<file path="config.mk">
export PLATFORM = sky130hd
export DESIGN_NAME = uart_tx_bank
export DESIGN_NICKNAME = d
export VERILOG_FILES = /design/src/source/uart_pkg.sv /design/src/source/tx_dispatch.sv /design/src/source/tx_fifo.sv /design/src/source/uart_tx_lane.sv /design/src/source/tx_done_collector.sv /design/src/source/uart_tx_bank.sv
export SDC_FILE = /design/constraint.sdc
export NUM_CORES = 1
export LEC_CHECK = 0
export BUFFER_PORTS_ARGS = -buffer_cell sky130_fd_sc_hd__buf_2
export CORE_ASPECT_RATIO = 0.8
export CORE_MARGIN = 2
export CORE_UTILIZATION = 47
export CTS_CLUSTER_SIZE = 25
export DETAILED_ROUTE_END_ITERATION = 16
export SLEW_MARGIN = 40
export SYNTH_ARGS = -nofsm -noshare
export SYNTH_HDL_FRONTEND = slang
export SYNTH_SLANG_ARGS = --single-unit
</file>
<file path="constraint.sdc">
create_clock -name clk -period 3.05 [get_ports clk]
set_clock_uncertainty 0.2 [all_clocks]
set_input_delay 0 -clock clk [delete_from_list [all_inputs] [get_ports clk]]
set_output_delay 0 -clock clk [all_outputs]
set_load 0.03 [all_outputs]
</file>
<file path="src/source/uart_pkg.sv">
// Bank constants for 8N1 framing only. BAUD_DIV and FIFO_DEPTH must each be at least 2
`default_nettype none

package uart_pkg;

    // Bank size
    localparam int NUM_CH     = 4;                  // Transmit lanes
    localparam int CH_W       = 2;                  // Channel number width

    // Per lane buffering
    localparam int FIFO_DEPTH = 4;                  // Bytes queued behind the shifter
    localparam int DATA_W     = 8;                  // Byte payload

    // Serial timing
    localparam int BAUD_DIV   = 8;                  // clk cycles per bit, small for sim
    localparam int FRAME_BITS = DATA_W + 2;         // Start, data LSB first, stop

    // Derived widths
    localparam int FIFO_PTR_W = $clog2(FIFO_DEPTH);
    localparam int FIFO_CNT_W = $clog2(FIFO_DEPTH + 1);
    localparam int BAUD_W     = $clog2(BAUD_DIV);
    localparam int BIT_W      = $clog2(FRAME_BITS);

endpackage

`default_nettype wire

</file>
<file path="src/source/tx_dispatch.sv">
// Adds one cycle of latency and drops requests whose channel number exceeds NUM_CH-1
`default_nettype none

module tx_dispatch (
    input  logic                        clk,
    input  logic                        rst,
    input  logic                        send,     // One-cycle host strobe
    input  logic [uart_pkg::CH_W-1:0]   chan,
    input  logic [uart_pkg::DATA_W-1:0] data,
    output logic [uart_pkg::NUM_CH-1:0] wr,       // One-hot lane write
    output logic [uart_pkg::DATA_W-1:0] wr_data,  // Shared by all lanes
    output logic                        bad_chan  // Sticky until reset
);
    import uart_pkg::*;

    logic              in_range;
    logic [NUM_CH-1:0] wr_next;

    // Never false while chan is 2 bits and NUM_CH is 4
    assign in_range = (int'(chan) < NUM_CH);

    // Channel decode
    always_comb begin
        wr_next = '0;
        for (int i = 0; i < NUM_CH; i++) begin
            if (send && in_range && (int'(chan) == i)) begin
                wr_next[i] = 1'b1;
            end
        end
    end

    always_ff @(posedge clk) begin
        if (!rst) begin
            wr       <= '0;
            bad_chan <= 1'b0;
        end else begin
            wr <= wr_next;              // send at t gives wr at t+1
            if (send && !in_range) begin
                bad_chan <= 1'b1;       // Write already suppressed by decode
            end
        end
    end

    // Byte follows the strobe
    always_ff @(posedge clk) begin
        if (send) wr_data <= data;
    end

endmodule

`default_nettype wire

</file>
<file path="src/source/tx_fifo.sv">
// Byte FIFO on one clock that drops writes when full and ignores reads when empty
`default_nettype none

module tx_fifo (
    input  logic                        clk,
    input  logic                        rst,
    input  logic                        wr,
    input  logic [uart_pkg::DATA_W-1:0] wr_data,
    input  logic                        rd,
    output logic [uart_pkg::DATA_W-1:0] rd_data,  // Head entry
    output logic                        full,
    output logic                        empty
);
    import uart_pkg::*;

    logic [DATA_W-1:0]     mem [FIFO_DEPTH];
    logic [FIFO_PTR_W-1:0] wr_ptr;
    logic [FIFO_PTR_W-1:0] rd_ptr;
    logic [FIFO_CNT_W-1:0] count;   // Occupancy
    logic                  do_wr;
    logic                  do_rd;

    // Pointer advance with wrap for any depth
    function automatic logic [FIFO_PTR_W-1:0] ptr_inc(input logic [FIFO_PTR_W-1:0] p);
        if (p == FIFO_PTR_W'(FIFO_DEPTH - 1)) begin
            return '0;
        end
        return p + 1'b1;
    endfunction

    assign full    = (count == FIFO_CNT_W'(FIFO_DEPTH));
    assign empty   = (count == '0);
    assign do_wr   = wr && !full;      // Overflow dropped here
    assign do_rd   = rd && !empty;
    assign rd_data = mem[rd_ptr];      // Show-ahead

    // Storage
    always_ff @(posedge clk) begin
        if (do_wr) mem[wr_ptr] <= wr_data;
    end

    // Pointers and count
    always_ff @(posedge clk) begin
        if (!rst) begin
            wr_ptr <= '0;
            rd_ptr <= '0;
            count  <= '0;
        end else begin
            if (do_wr) wr_ptr <= ptr_inc(wr_ptr);
            if (do_rd) rd_ptr <= ptr_inc(rd_ptr);
            case ({do_wr, do_rd})
                2'b10:   count <= count + 1'b1;
                2'b01:   count <= count - 1'b1;
                default: count <= count;        // Both or neither
            endcase
        end
    end

endmodule

`default_nettype wire

</file>
<file path="src/source/uart_tx_lane.sv">
// One 8N1 transmitter with fixed BAUD_DIV and one stop bit, plus one idle cycle between frames
`default_nettype none

module uart_tx_lane (
    input  logic                        clk,
    input  logic                        rst,
    input  logic                        wr,         // Queue wr_data
    input  logic [uart_pkg::DATA_W-1:0] wr_data,
    output logic                        txd,        // Idle high
    output logic                        busy,
    output logic                        full,
    output logic                        frame_done  // Last cycle of stop bit
);
    import uart_pkg::*;

    typedef enum logic [1:0] {
        IDLE = 2'b00,   // Waiting for a queued byte
        LOAD = 2'b01,   // Frame load, first start bit cycle
        SEND = 2'b10    // Shifting out
    } state_t;

    state_t                state;
    logic [DATA_W-1:0]     fifo_data;
    logic                  fifo_empty;
    logic                  pop;
    logic [DATA_W-1:0]     byte_q;      // Popped byte
    logic [FRAME_BITS-1:0] shreg;       // Frame shifter, LSB on the line
    logic [BAUD_W-1:0]     baud_cnt;
    logic [BIT_W-1:0]      bit_cnt;
    logic                  tick;        // Bit boundary
    logic                  last_bit;

    tx_fifo i_fifo (
        .clk     (clk),
        .rst     (rst),
        .wr      (wr),
        .wr_data (wr_data),
        .rd      (pop),
        .rd_data (fifo_data),
        .full    (full),
        .empty   (fifo_empty)
    );

    assign pop        = (state == IDLE) && !fifo_empty;
    assign tick       = (state == SEND) && (baud_cnt == BAUD_W'(BAUD_DIV - 1));
    assign last_bit   = (bit_cnt == BIT_W'(FRAME_BITS - 1));   // Stop bit
    assign frame_done = tick && last_bit;
    assign busy       = (state != IDLE);

    // Line driver
    always_comb begin
        case (state)
            LOAD:    txd = 1'b0;        // Start bit begins here
            SEND:    txd = shreg[0];
            default: txd = 1'b1;
        endcase
    end

    // FSM and counters
    always_ff @(posedge clk) begin
        if (!rst) begin
            state    <= IDLE;
            baud_cnt <= '0;
            bit_cnt  <= '0;
        end else begin
            case (state)
                IDLE: begin
                    if (pop) state <= LOAD;
                end
                LOAD: begin
                    state    <= SEND;
                    baud_cnt <= BAUD_W'(1);     // LOAD counted as start bit cycle
                    bit_cnt  <= '0;
                end
                SEND: begin
                    if (tick) begin
                        baud_cnt <= '0;
                        bit_cnt  <= bit_cnt + 1'b1;
                        if (last_bit) state <= IDLE;
                    end else begin
                        baud_cnt <= baud_cnt + 1'b1;
                    end
                end
                default: state <= IDLE;
            endcase
        end
    end

    // Datapath
    always_ff @(posedge clk) begin
        if (pop) byte_q <= fifo_data;
        if (state == LOAD) begin
            shreg <= {1'b1, byte_q, 1'b0};              // Stop, data, start
        end else if (tick) begin
            shreg <= {1'b1, shreg[FRAME_BITS-1:1]};     // Idle level shifted in
        end
    end

endmodule

`default_nettype wire

</file>
<file path="src/source/tx_done_collector.sv">
// Serializes simultaneous lane completions, so a done can lag its frame by up to NUM_CH cycles
`default_nettype none

module tx_done_collector (
    input  logic                        clk,
    input  logic                        rst,
    input  logic [uart_pkg::NUM_CH-1:0] frame_done, // Per lane pulses
    output logic                        done,
    output logic [uart_pkg::CH_W-1:0]   done_chan
);
    import uart_pkg::*;

    logic [NUM_CH-1:0] pending;     // One flag per lane
    logic [CH_W-1:0]   ptr;         // Round-robin start point
    logic              grant_vld;
    logic [CH_W-1:0]   grant_idx;
    logic [NUM_CH-1:0] grant_mask;

    // Lowest pending index at or after ptr
    always_comb begin
        int idx;
        grant_vld = 1'b0;
        grant_idx = '0;
        for (int i = 0; i < NUM_CH; i++) begin
            idx = int'(ptr) + i;
            if (idx >= NUM_CH) idx = idx - NUM_CH;  // Wrap
            if (!grant_vld && pending[idx]) begin
                grant_vld = 1'b1;
                grant_idx = CH_W'(idx);
            end
        end
    end

    assign grant_mask = grant_vld ? (NUM_CH'(1) << grant_idx) : '0;
    assign done       = grant_vld;
    assign done_chan  = grant_idx;

    always_ff @(posedge clk) begin
        if (!rst) begin
            pending <= '0;
            ptr     <= '0;
        end else begin
            // New pulse on the granted lane survives the clear
            pending <= (pending & ~grant_mask) | frame_done;
            if (grant_vld) begin
                if (grant_idx == CH_W'(NUM_CH - 1)) begin
                    ptr <= '0;
                end else begin
                    ptr <= grant_idx + 1'b1;    // Start after the winner
                end
            end
        end
    end

endmodule

`default_nettype wire

</file>
<file path="src/source/uart_tx_bank.sv">
// Bank of NUM_CH independent 8N1 transmitters behind one byte port, with no receive path
`default_nettype none

module uart_tx_bank (
    input  logic                        clk,
    input  logic                        rst,
    input  logic                        send,       // One-cycle strobe
    input  logic [uart_pkg::CH_W-1:0]   chan,
    input  logic [uart_pkg::DATA_W-1:0] data,
    output logic [uart_pkg::NUM_CH-1:0] txd,        // Serial lines, idle high
    output logic [uart_pkg::NUM_CH-1:0] busy,
    output logic [uart_pkg::NUM_CH-1:0] full,
    output logic                        done,       // End of frame pulse
    output logic [uart_pkg::CH_W-1:0]   done_chan,
    output logic                        bad_chan
);
    import uart_pkg::*;

    logic [NUM_CH-1:0] wr;          // One-hot lane write
    logic [DATA_W-1:0] wr_data;
    logic [NUM_CH-1:0] frame_done;

    tx_dispatch i_dispatch (
        .clk      (clk),
        .rst      (rst),
        .send     (send),
        .chan     (chan),
        .data     (data),
        .wr       (wr),
        .wr_data  (wr_data),
        .bad_chan (bad_chan)
    );

    // Identical lanes
    for (genvar g = 0; g < NUM_CH; g++) begin : g_lane
        uart_tx_lane i_lane (
            .clk        (clk),
            .rst        (rst),
            .wr         (wr[g]),
            .wr_data    (wr_data),
            .txd        (txd[g]),
            .busy       (busy[g]),
            .full       (full[g]),
            .frame_done (frame_done[g])
        );
    end

    tx_done_collector i_collector (
        .clk        (clk),
        .rst        (rst),
        .frame_done (frame_done),
        .done       (done),
        .done_chan  (done_chan)
    );

endmodule

`default_nettype wire

</file>
* Yosys cells after proc, flatten, opt, wreduce, memory -nomap -nowiden
Memory sizes are Yosys's and may differ from the RTL's. A register that Yosys moved wholly into a read port is not among the register bits.
Index checks and enable logic that the tools add are counted.
** Cells by class
- Add/subtract/negate cells :: 32
- $mul :: 0
- Div/mod/pow operators :: 0
- Magnitude comparators :: 8
- Equal/unequal tests :: 52
- Shift operators :: 1
- Multiplexer cells :: 126
- Bitwise logic cells :: 3
- Reductions and logical operators :: 71
** Operators by type and width (number)
- < comparator 32 x 4 -> 1 bit (second input constant) :: 4
- two-way mux 32 bit :: 4
- >= comparator 32 x 4 -> 1 bit (second input constant) :: 3
- subtractor 32 x 4 -> 32 bit (second input constant) :: 3
- two-way mux 9 bit :: 8
- two-way mux 2 bit :: 33
- two-way mux 1 bit :: 48
- case mux 3 bit (2 select lines) :: 8
- equality test 2 bit (second input constant) :: 19
- case mux 4 bit (2 select lines) :: 4
- nonzero test 2 bit :: 16
- logical AND 1 bit :: 27
- adder 3 x 1 -> 3 bit (second input constant) :: 8
- equality test 3 bit (second input constant) :: 8
- case mux 2 bit (3 select lines) :: 4
- two-way mux 4 bit :: 5
- adder 2 x 1 -> 2 bit (second input constant) :: 9
- equality test 2 x 1 -> 1 bit (second input constant) :: 9
- adder 4 x 1 -> 4 bit (second input constant) :: 4
- equality test 4 bit (second input constant) :: 4
- inequality test 2 x 1 -> 1 bit (second input constant) :: 8
- logical NOT 3 bit :: 4
- two-way mux 3 bit :: 4
- AND reduction 3 bit :: 4
- other kinds (15) :: 45
** Word-level totals
- Bits in registers :: 118
- Latch bits :: 0
- Bits in writable memories :: 128
- Memory bits (read-only) :: 0
- Logic and storage cells :: 333
- Memories kept :: 4
** Memory list
- g_lane[0].i_lane.i_fifo.mem :: words 4, bits a word 8, read ports 1, clocked after memory_dff 1, write ports 1, line tx_fifo.sv:16 : logic [DATA_W-1:0] mem [FIFO_DEPTH];
- g_lane[1].i_lane.i_fifo.mem :: words 4, bits a word 8, read ports 1, clocked after memory_dff 1, write ports 1, line tx_fifo.sv:16
- g_lane[2].i_lane.i_fifo.mem :: words 4, bits a word 8, read ports 1, clocked after memory_dff 1, write ports 1, line tx_fifo.sv:16
- g_lane[3].i_lane.i_fifo.mem :: words 4, bits a word 8, read ports 1, clocked after memory_dff 1, write ports 1, line tx_fifo.sv:16

* Logic depth before layout (Yosys ltp)
- Word-level depth :: 20
- Mapped depth :: 10

* Hierarchy
From an unflattened synthesis, not the netlist that was laid out.
** Second synthesis, totals
- Cell total of the unflattened synthesis :: 914
- Area, all modules :: 12314.3 um^2
** By module, submodules not included
- tx_fifo :: times used 4, cells an instance 98, area each 1644.1 um^2, sequential area each 1141.1 um^2
- uart_tx_lane at g_lane[0].i_lane ... :: times used 3, cells an instance 116, area each 1242.4 um^2, sequential area each 680.7 um^2
- uart_tx_lane at g_lane[3].i_lane :: times used 1, cells an instance 117, area each 1276.2 um^2, sequential area each 680.7 um^2
- tx_dispatch :: times used 1, cells an instance 18, area each 376.6 um^2, sequential area each 320.3 um^2
- tx_done_collector :: times used 1, cells an instance 39, area each 357.8 um^2, sequential area each 120.1 um^2

* Worst setup path before layout
OpenSTA, ideal clock, no wires.
- Kind :: flip-flop to flip-flop
- Start :: register g_lane[2].i_lane.i_fifo.count[0]
- End :: register g_lane[2].i_lane.i_fifo.count[2]
- Arrival :: 2.272 ns
- Setup slack :: 0.508 ns
- Cell stages (with the launch flop) :: 8
- Path buffers :: 0
- Cells stage by stage :: dfxtp_1 o31ai_1 inv_1 ha_1 fa_1 xnor2_1 or3_1 a21oi_1
** On the way
- Longest elaborated chain between the ends :: 6
- Elaborated cells between the ends (all ways) :: 13
- Classes of those cells :: add/sub: 2; eq/ne: 3; mux: 1; reduce/logical: 7
** RTL lines
- start: declaration :: line tx_fifo.sv:19 : logic [FIFO_CNT_W-1:0] count;
- start signal: assignment :: line tx_fifo.sv:52 : 2'b10: count <= count + 1'b1;
- start signal: assignment :: line tx_fifo.sv:53 : 2'b01: count <= count - 1'b1;
- start signal: assignment :: line tx_fifo.sv:54 : default: count <= count;
- logical NOT 3 bit (*) :: line tx_fifo.sv:32 : assign empty = (count == '0);
- logical NOT 1 bit (*) :: line tx_fifo.sv:34, uart_tx_lane.sv:44
- logical AND 1 bit :: line uart_tx_lane.sv:44 : assign pop = (state == IDLE) && !fifo_empty;
- logical AND 1 bit (*) :: line tx_fifo.sv:34 : assign do_rd = rd && !empty;
- net g_lane[2].i_lane.i_fifo.do_rd :: line tx_fifo.sv:21 : logic do_rd;
- equality test 2 x 1 -> 1 bit / equality test 2 bit (equally long branches) :: line tx_fifo.sv:51 : case ({do_wr, do_rd})
- case mux 3 bit (2 select lines) / nonzero test 2 bit (equally long branches)
The timed path passes the listed nets; every way through them passes the cells marked *.
A chain may end at the register's enable or synchronous reset.

* Final worst setup path
- Start :: register g_lane[3].i_lane.i_fifo.count[2]
- End :: register g_lane[3].i_lane.i_fifo.count[2]
** On the way
- Longest elaborated chain between the ends :: 6
- Elaborated cells between the ends (all ways) :: 13
- Classes of those cells :: add/sub: 2; eq/ne: 3; mux: 1; reduce/logical: 7
** RTL lines (line)
- start: declaration :: tx_fifo.sv:19
- start signal: assignment :: tx_fifo.sv:52
- start signal: assignment :: tx_fifo.sv:53
- start signal: assignment :: tx_fifo.sv:54
- logical NOT 3 bit :: tx_fifo.sv:32
- logical NOT 1 bit :: tx_fifo.sv:34, uart_tx_lane.sv:44
- logical AND 1 bit :: uart_tx_lane.sv:44
- logical AND 1 bit :: tx_fifo.sv:34
- equality test 2 x 1 -> 1 bit / equality test 2 bit (equally long branches) :: tx_fifo.sv:51
- case mux 3 bit (2 select lines) / nonzero test 2 bit (equally long branches)
Several ways; a longest one is shown, not always the timed one.

==> impl_summary.txt <==
----------------------------------------------------
[Status]
  Outcome ... finished, final reports clean

[Floorplanning]
  Die ar. ... 0.0264 mm^2
  Number of top-level design ports ... 29
  Initial core utilization ... 0.481
  FP Rows ... 51
  Vertical die dimension ... 146 um
  Core Area ... 0.0245 mm^2
  Die Span X ... 181 um

[GRT]
  Maximum number of pins on one net before global-route repair ... 57
  Vias in the first global route ... 6576
  Global-route usage over all layers ... 0.162
  Aggregate global routing overflow ... 0
  Initial antenna violation count ... 0
  Global-route wire length before repair ... 34.6 mm

[Cells and area]
  Most common cell after layout, fill and taps aside ... edfxtp_1
  Relative area change from synthesis to final layout ... 12.5%
  Finished Layout Cells ... 1266
  Net count reported at finish ... 1002
  Share of layout cells above drive strength 1 ... 0.124
  Commonest cells after routing, fill and taps aside ... 200 x edfxtp_1, 94 x nand2_1, 78 x dfxtp_1
  Number of inserted diodes ... 0

[Logic synthesis]
  Post-Syn Area per Cell ... 13.2 um^2
  Cell count after synthesis ... 890
  Total nets after synthesis ... 964
  Count of flip-flops with a built-in enable after synthesis ... 200
  Flip-flop and latch count after synthesis ... 278
  Post-synth top area share ... 0.510
  Most area-hungry cell type in the Yosys netlist ... edfxtp_1
  Count of yosys warnings during synthesis ... 0
  Async set-or-reset flop fraction in the synthesized netlist ... 0
  Top_reg_cell synth ... edfxtp_1
  Sequential element share of the synthesized area ... 0.642
  Cell area after technology mapping ... 0.0118 mm^2
  Distinct cell type count of the synthesized netlist ... 47
  Cells taking the most area after synthesis ... edfxtp_1 51%, dfxtp_1 13%, mux4_2 6.1%

[Routing]
  Average wire per standard cell ... 16.5 um
  Number of antenna-violating nets in the routed design ... 0
  Routed wire length ... between 20 and 25 mm
  Number of vias in the routed layout ... 6720
  Detailed router's first-iteration violation count ... 450
  Routed vias/inst ... 5.31
  Drt pass-1 iters ... 5
  DRC Markers ... 0

[Clocking]
  Depth of the CTS H-tree ... 1
  Count of instances resized after the clock tree is built ... 0
  Clock-pin slew of the registers on the worst-case setup and hold paths ... 60 ps
  Number of buffers on the longest clock path ... 3
  CTS buffer count ... 27
  TritonCTS clock tree ... done
  Clock latency reported for the late side of the worst-skew pair ... 530 ps
  Number of clock sinks ... ~280
  Post-CTS setup repair buffer count ... 0
  Root buffer cell ... clkbuf_16

[STA]
  RSZ-0062 raised after global routing ... no
  Count of final setup violators ... 0
  Highest clock frequency the design can meet ... 385 MHz
  Relative slew slack ... 0.553
  Time the worst path needs with I/O delays and setup ... 2600 ps
  Slack of the critical path ... around 450 ps
  Max-slew violation count ... 0
  Final hold violation count ... 0
  Slew @ Worst Pin ... 670 ps
  Final worst-path cycle share ... 0.852
  Worst hold slack ... about 97 ps
  Setup TNS after final layout ... 0 ps

[Worst setup path]
  Endpoint required time on the critical path ... between 3000 and 4000 ps
  CP Data Arrival Time ... 2850 ps
  Worst Path Max Fanout ... 6
  Critical Path Sink Type ... flip-flop
  Worst setup SP type ... flip-flop
  Critical path type ... reg2reg

[Place]
  Weighted congestion at the end of routability-driven global placement ... 0.749
  Input/output buffers ... 27
  Worst slack, placed ... 465 ps
  HPWL reported at the end of detailed placement ... ~13 mm
  Number of placed cells counting well taps ... 1194

[Power]
  Max IR drop VDD ... 0.000531 V
  Static Leak ... 4.66 nW
  Sum of internal, switching and leakage power ... 11.0 mW
  Power Density ... 826 mW/mm^2

[Worst hold path]
  Worst min-delay path category ... in2reg

[Job]
  Number of max-capacitance violations reported ... 0

----------------------------------------------------
[worst max-delay path: stages (launching register included)]
cell,delay (ps)
dfxtp_1,400
or3b_4,430
inv_1,120
nor2_1,50
inv_1,50
ha_1,180
inv_1,70
fa_1,420
xor2_1,160
or3_1,300
a21oi_1,140
[where the power goes]
group / switching (mW) / total [mW] / leakage [nW] / internal (mW)
sequential: 0.422 / 5.18 / 2.47 / 4.75
clock: 1.39 / 3.35 / 0.428 / 1.96
combinational: 1.36 / 2.42 / 1.76 / 1.07
total: 3.17 / 11.0 / 4.66 / 7.78
[cell usage after synthesis, types with 15 or more instances]
library cell	number
mux2i_1	15
mux4_2	32
o21ai_0	61
a21oi_1	51
nand2_1	94
clkbuf_1	18
ha_1	57
dfxtp_1	78
edfxtp_1	200
nor2_1	38
nand2b_1	16
inv_1	56
[cell type report]
type / instances / area (um^2)
flip-flops and latches: 278 / 7570
repair buffers: 60 / 440
well taps: 318 / 398
fillers: 2074 / 11200
clock inverters: 20 / 205
multi-input cells: 504 / 3740
clock buffers: 29 / 683
inverters: 57 / 216
[logic make-up after synthesis]
family / Yosys count / share of synthesized area
compound gates: 148 / 0.0703
xor+xnor: 8 / 0.00595
fa+ha+maj: 61 / 0.0673
buf+inv: 108 / 0.0401
flops: 278 / 0.642
mux: 47 / 0.0739
other cells: 1 / 0.000318
simple gates: 239 / 0.100
[repair_timing]
item / 4_1_cts / 5_1_grt
hold endpoints to repair: 84 / 0
hold buffers: 23 / 0
setup endpoints to repair: 0 / 0
[per-layer routing]
metal / track usage / routed length [um] / vias to the layer above
met3: 0.0240 / 881 / 35
met5: 0 / 0 / -
met4: 0.0419 / 463 / 0
met2: 0.253 / 9380 / 96
met1: 0.240 / 10200 / 3275
li1: - / - / 3314
[worst paths after layout]
path                                    start                                to  slack, ps  depth (start not counted)
max          g_lane[3].i_lane.i_fifo.count[2]  g_lane[3].i_lane.i_fifo.count[2]        450                         10
min                                   chan[0]                  i_dispatch.wr[2]        100                          3
max reg2reg  g_lane[3].i_lane.i_fifo.count[2]  g_lane[3].i_lane.i_fifo.count[2]        450                         10
min reg2reg         g_lane[2].i_lane.shreg[0]         g_lane[2].i_lane.shreg[0]        260                          2
[metrics by stage]
| stage | util | instance area, um^2 |
|---|---|---|
| 6_report | 0.541 | 13300 |
| 3_5_place_dp | 0.495 | 12100 |
| 5_1_grt | 0.541 | 13300 |
| 4_1_cts | 0.541 | 13300 |
| 3_3_place_gp | 0.495 | 12100 |
| 2_1_floorplan | - | 11800 |
[registers in the layout (all words and copies together) (netlist names)]
register / cells
g_lane.i_lane.byte_q: 32
g_lane.i_lane.baud_cnt: 12
i_dispatch.wr: 4
g_lane.i_lane.i_fifo.wr_ptr: 8
g_lane.i_lane.i_fifo.mem: 128
i_dispatch.wr_data: 8
g_lane.i_lane.state: 8
g_lane.i_lane.bit_cnt: 16
i_collector.ptr: 2
g_lane.i_lane.i_fifo.count: 12
g_lane.i_lane.shreg: 36
g_lane.i_lane.i_fifo.rd_ptr: 8
i_collector.pending: 4
Note: power is estimated with default switching activity, not from simulation.
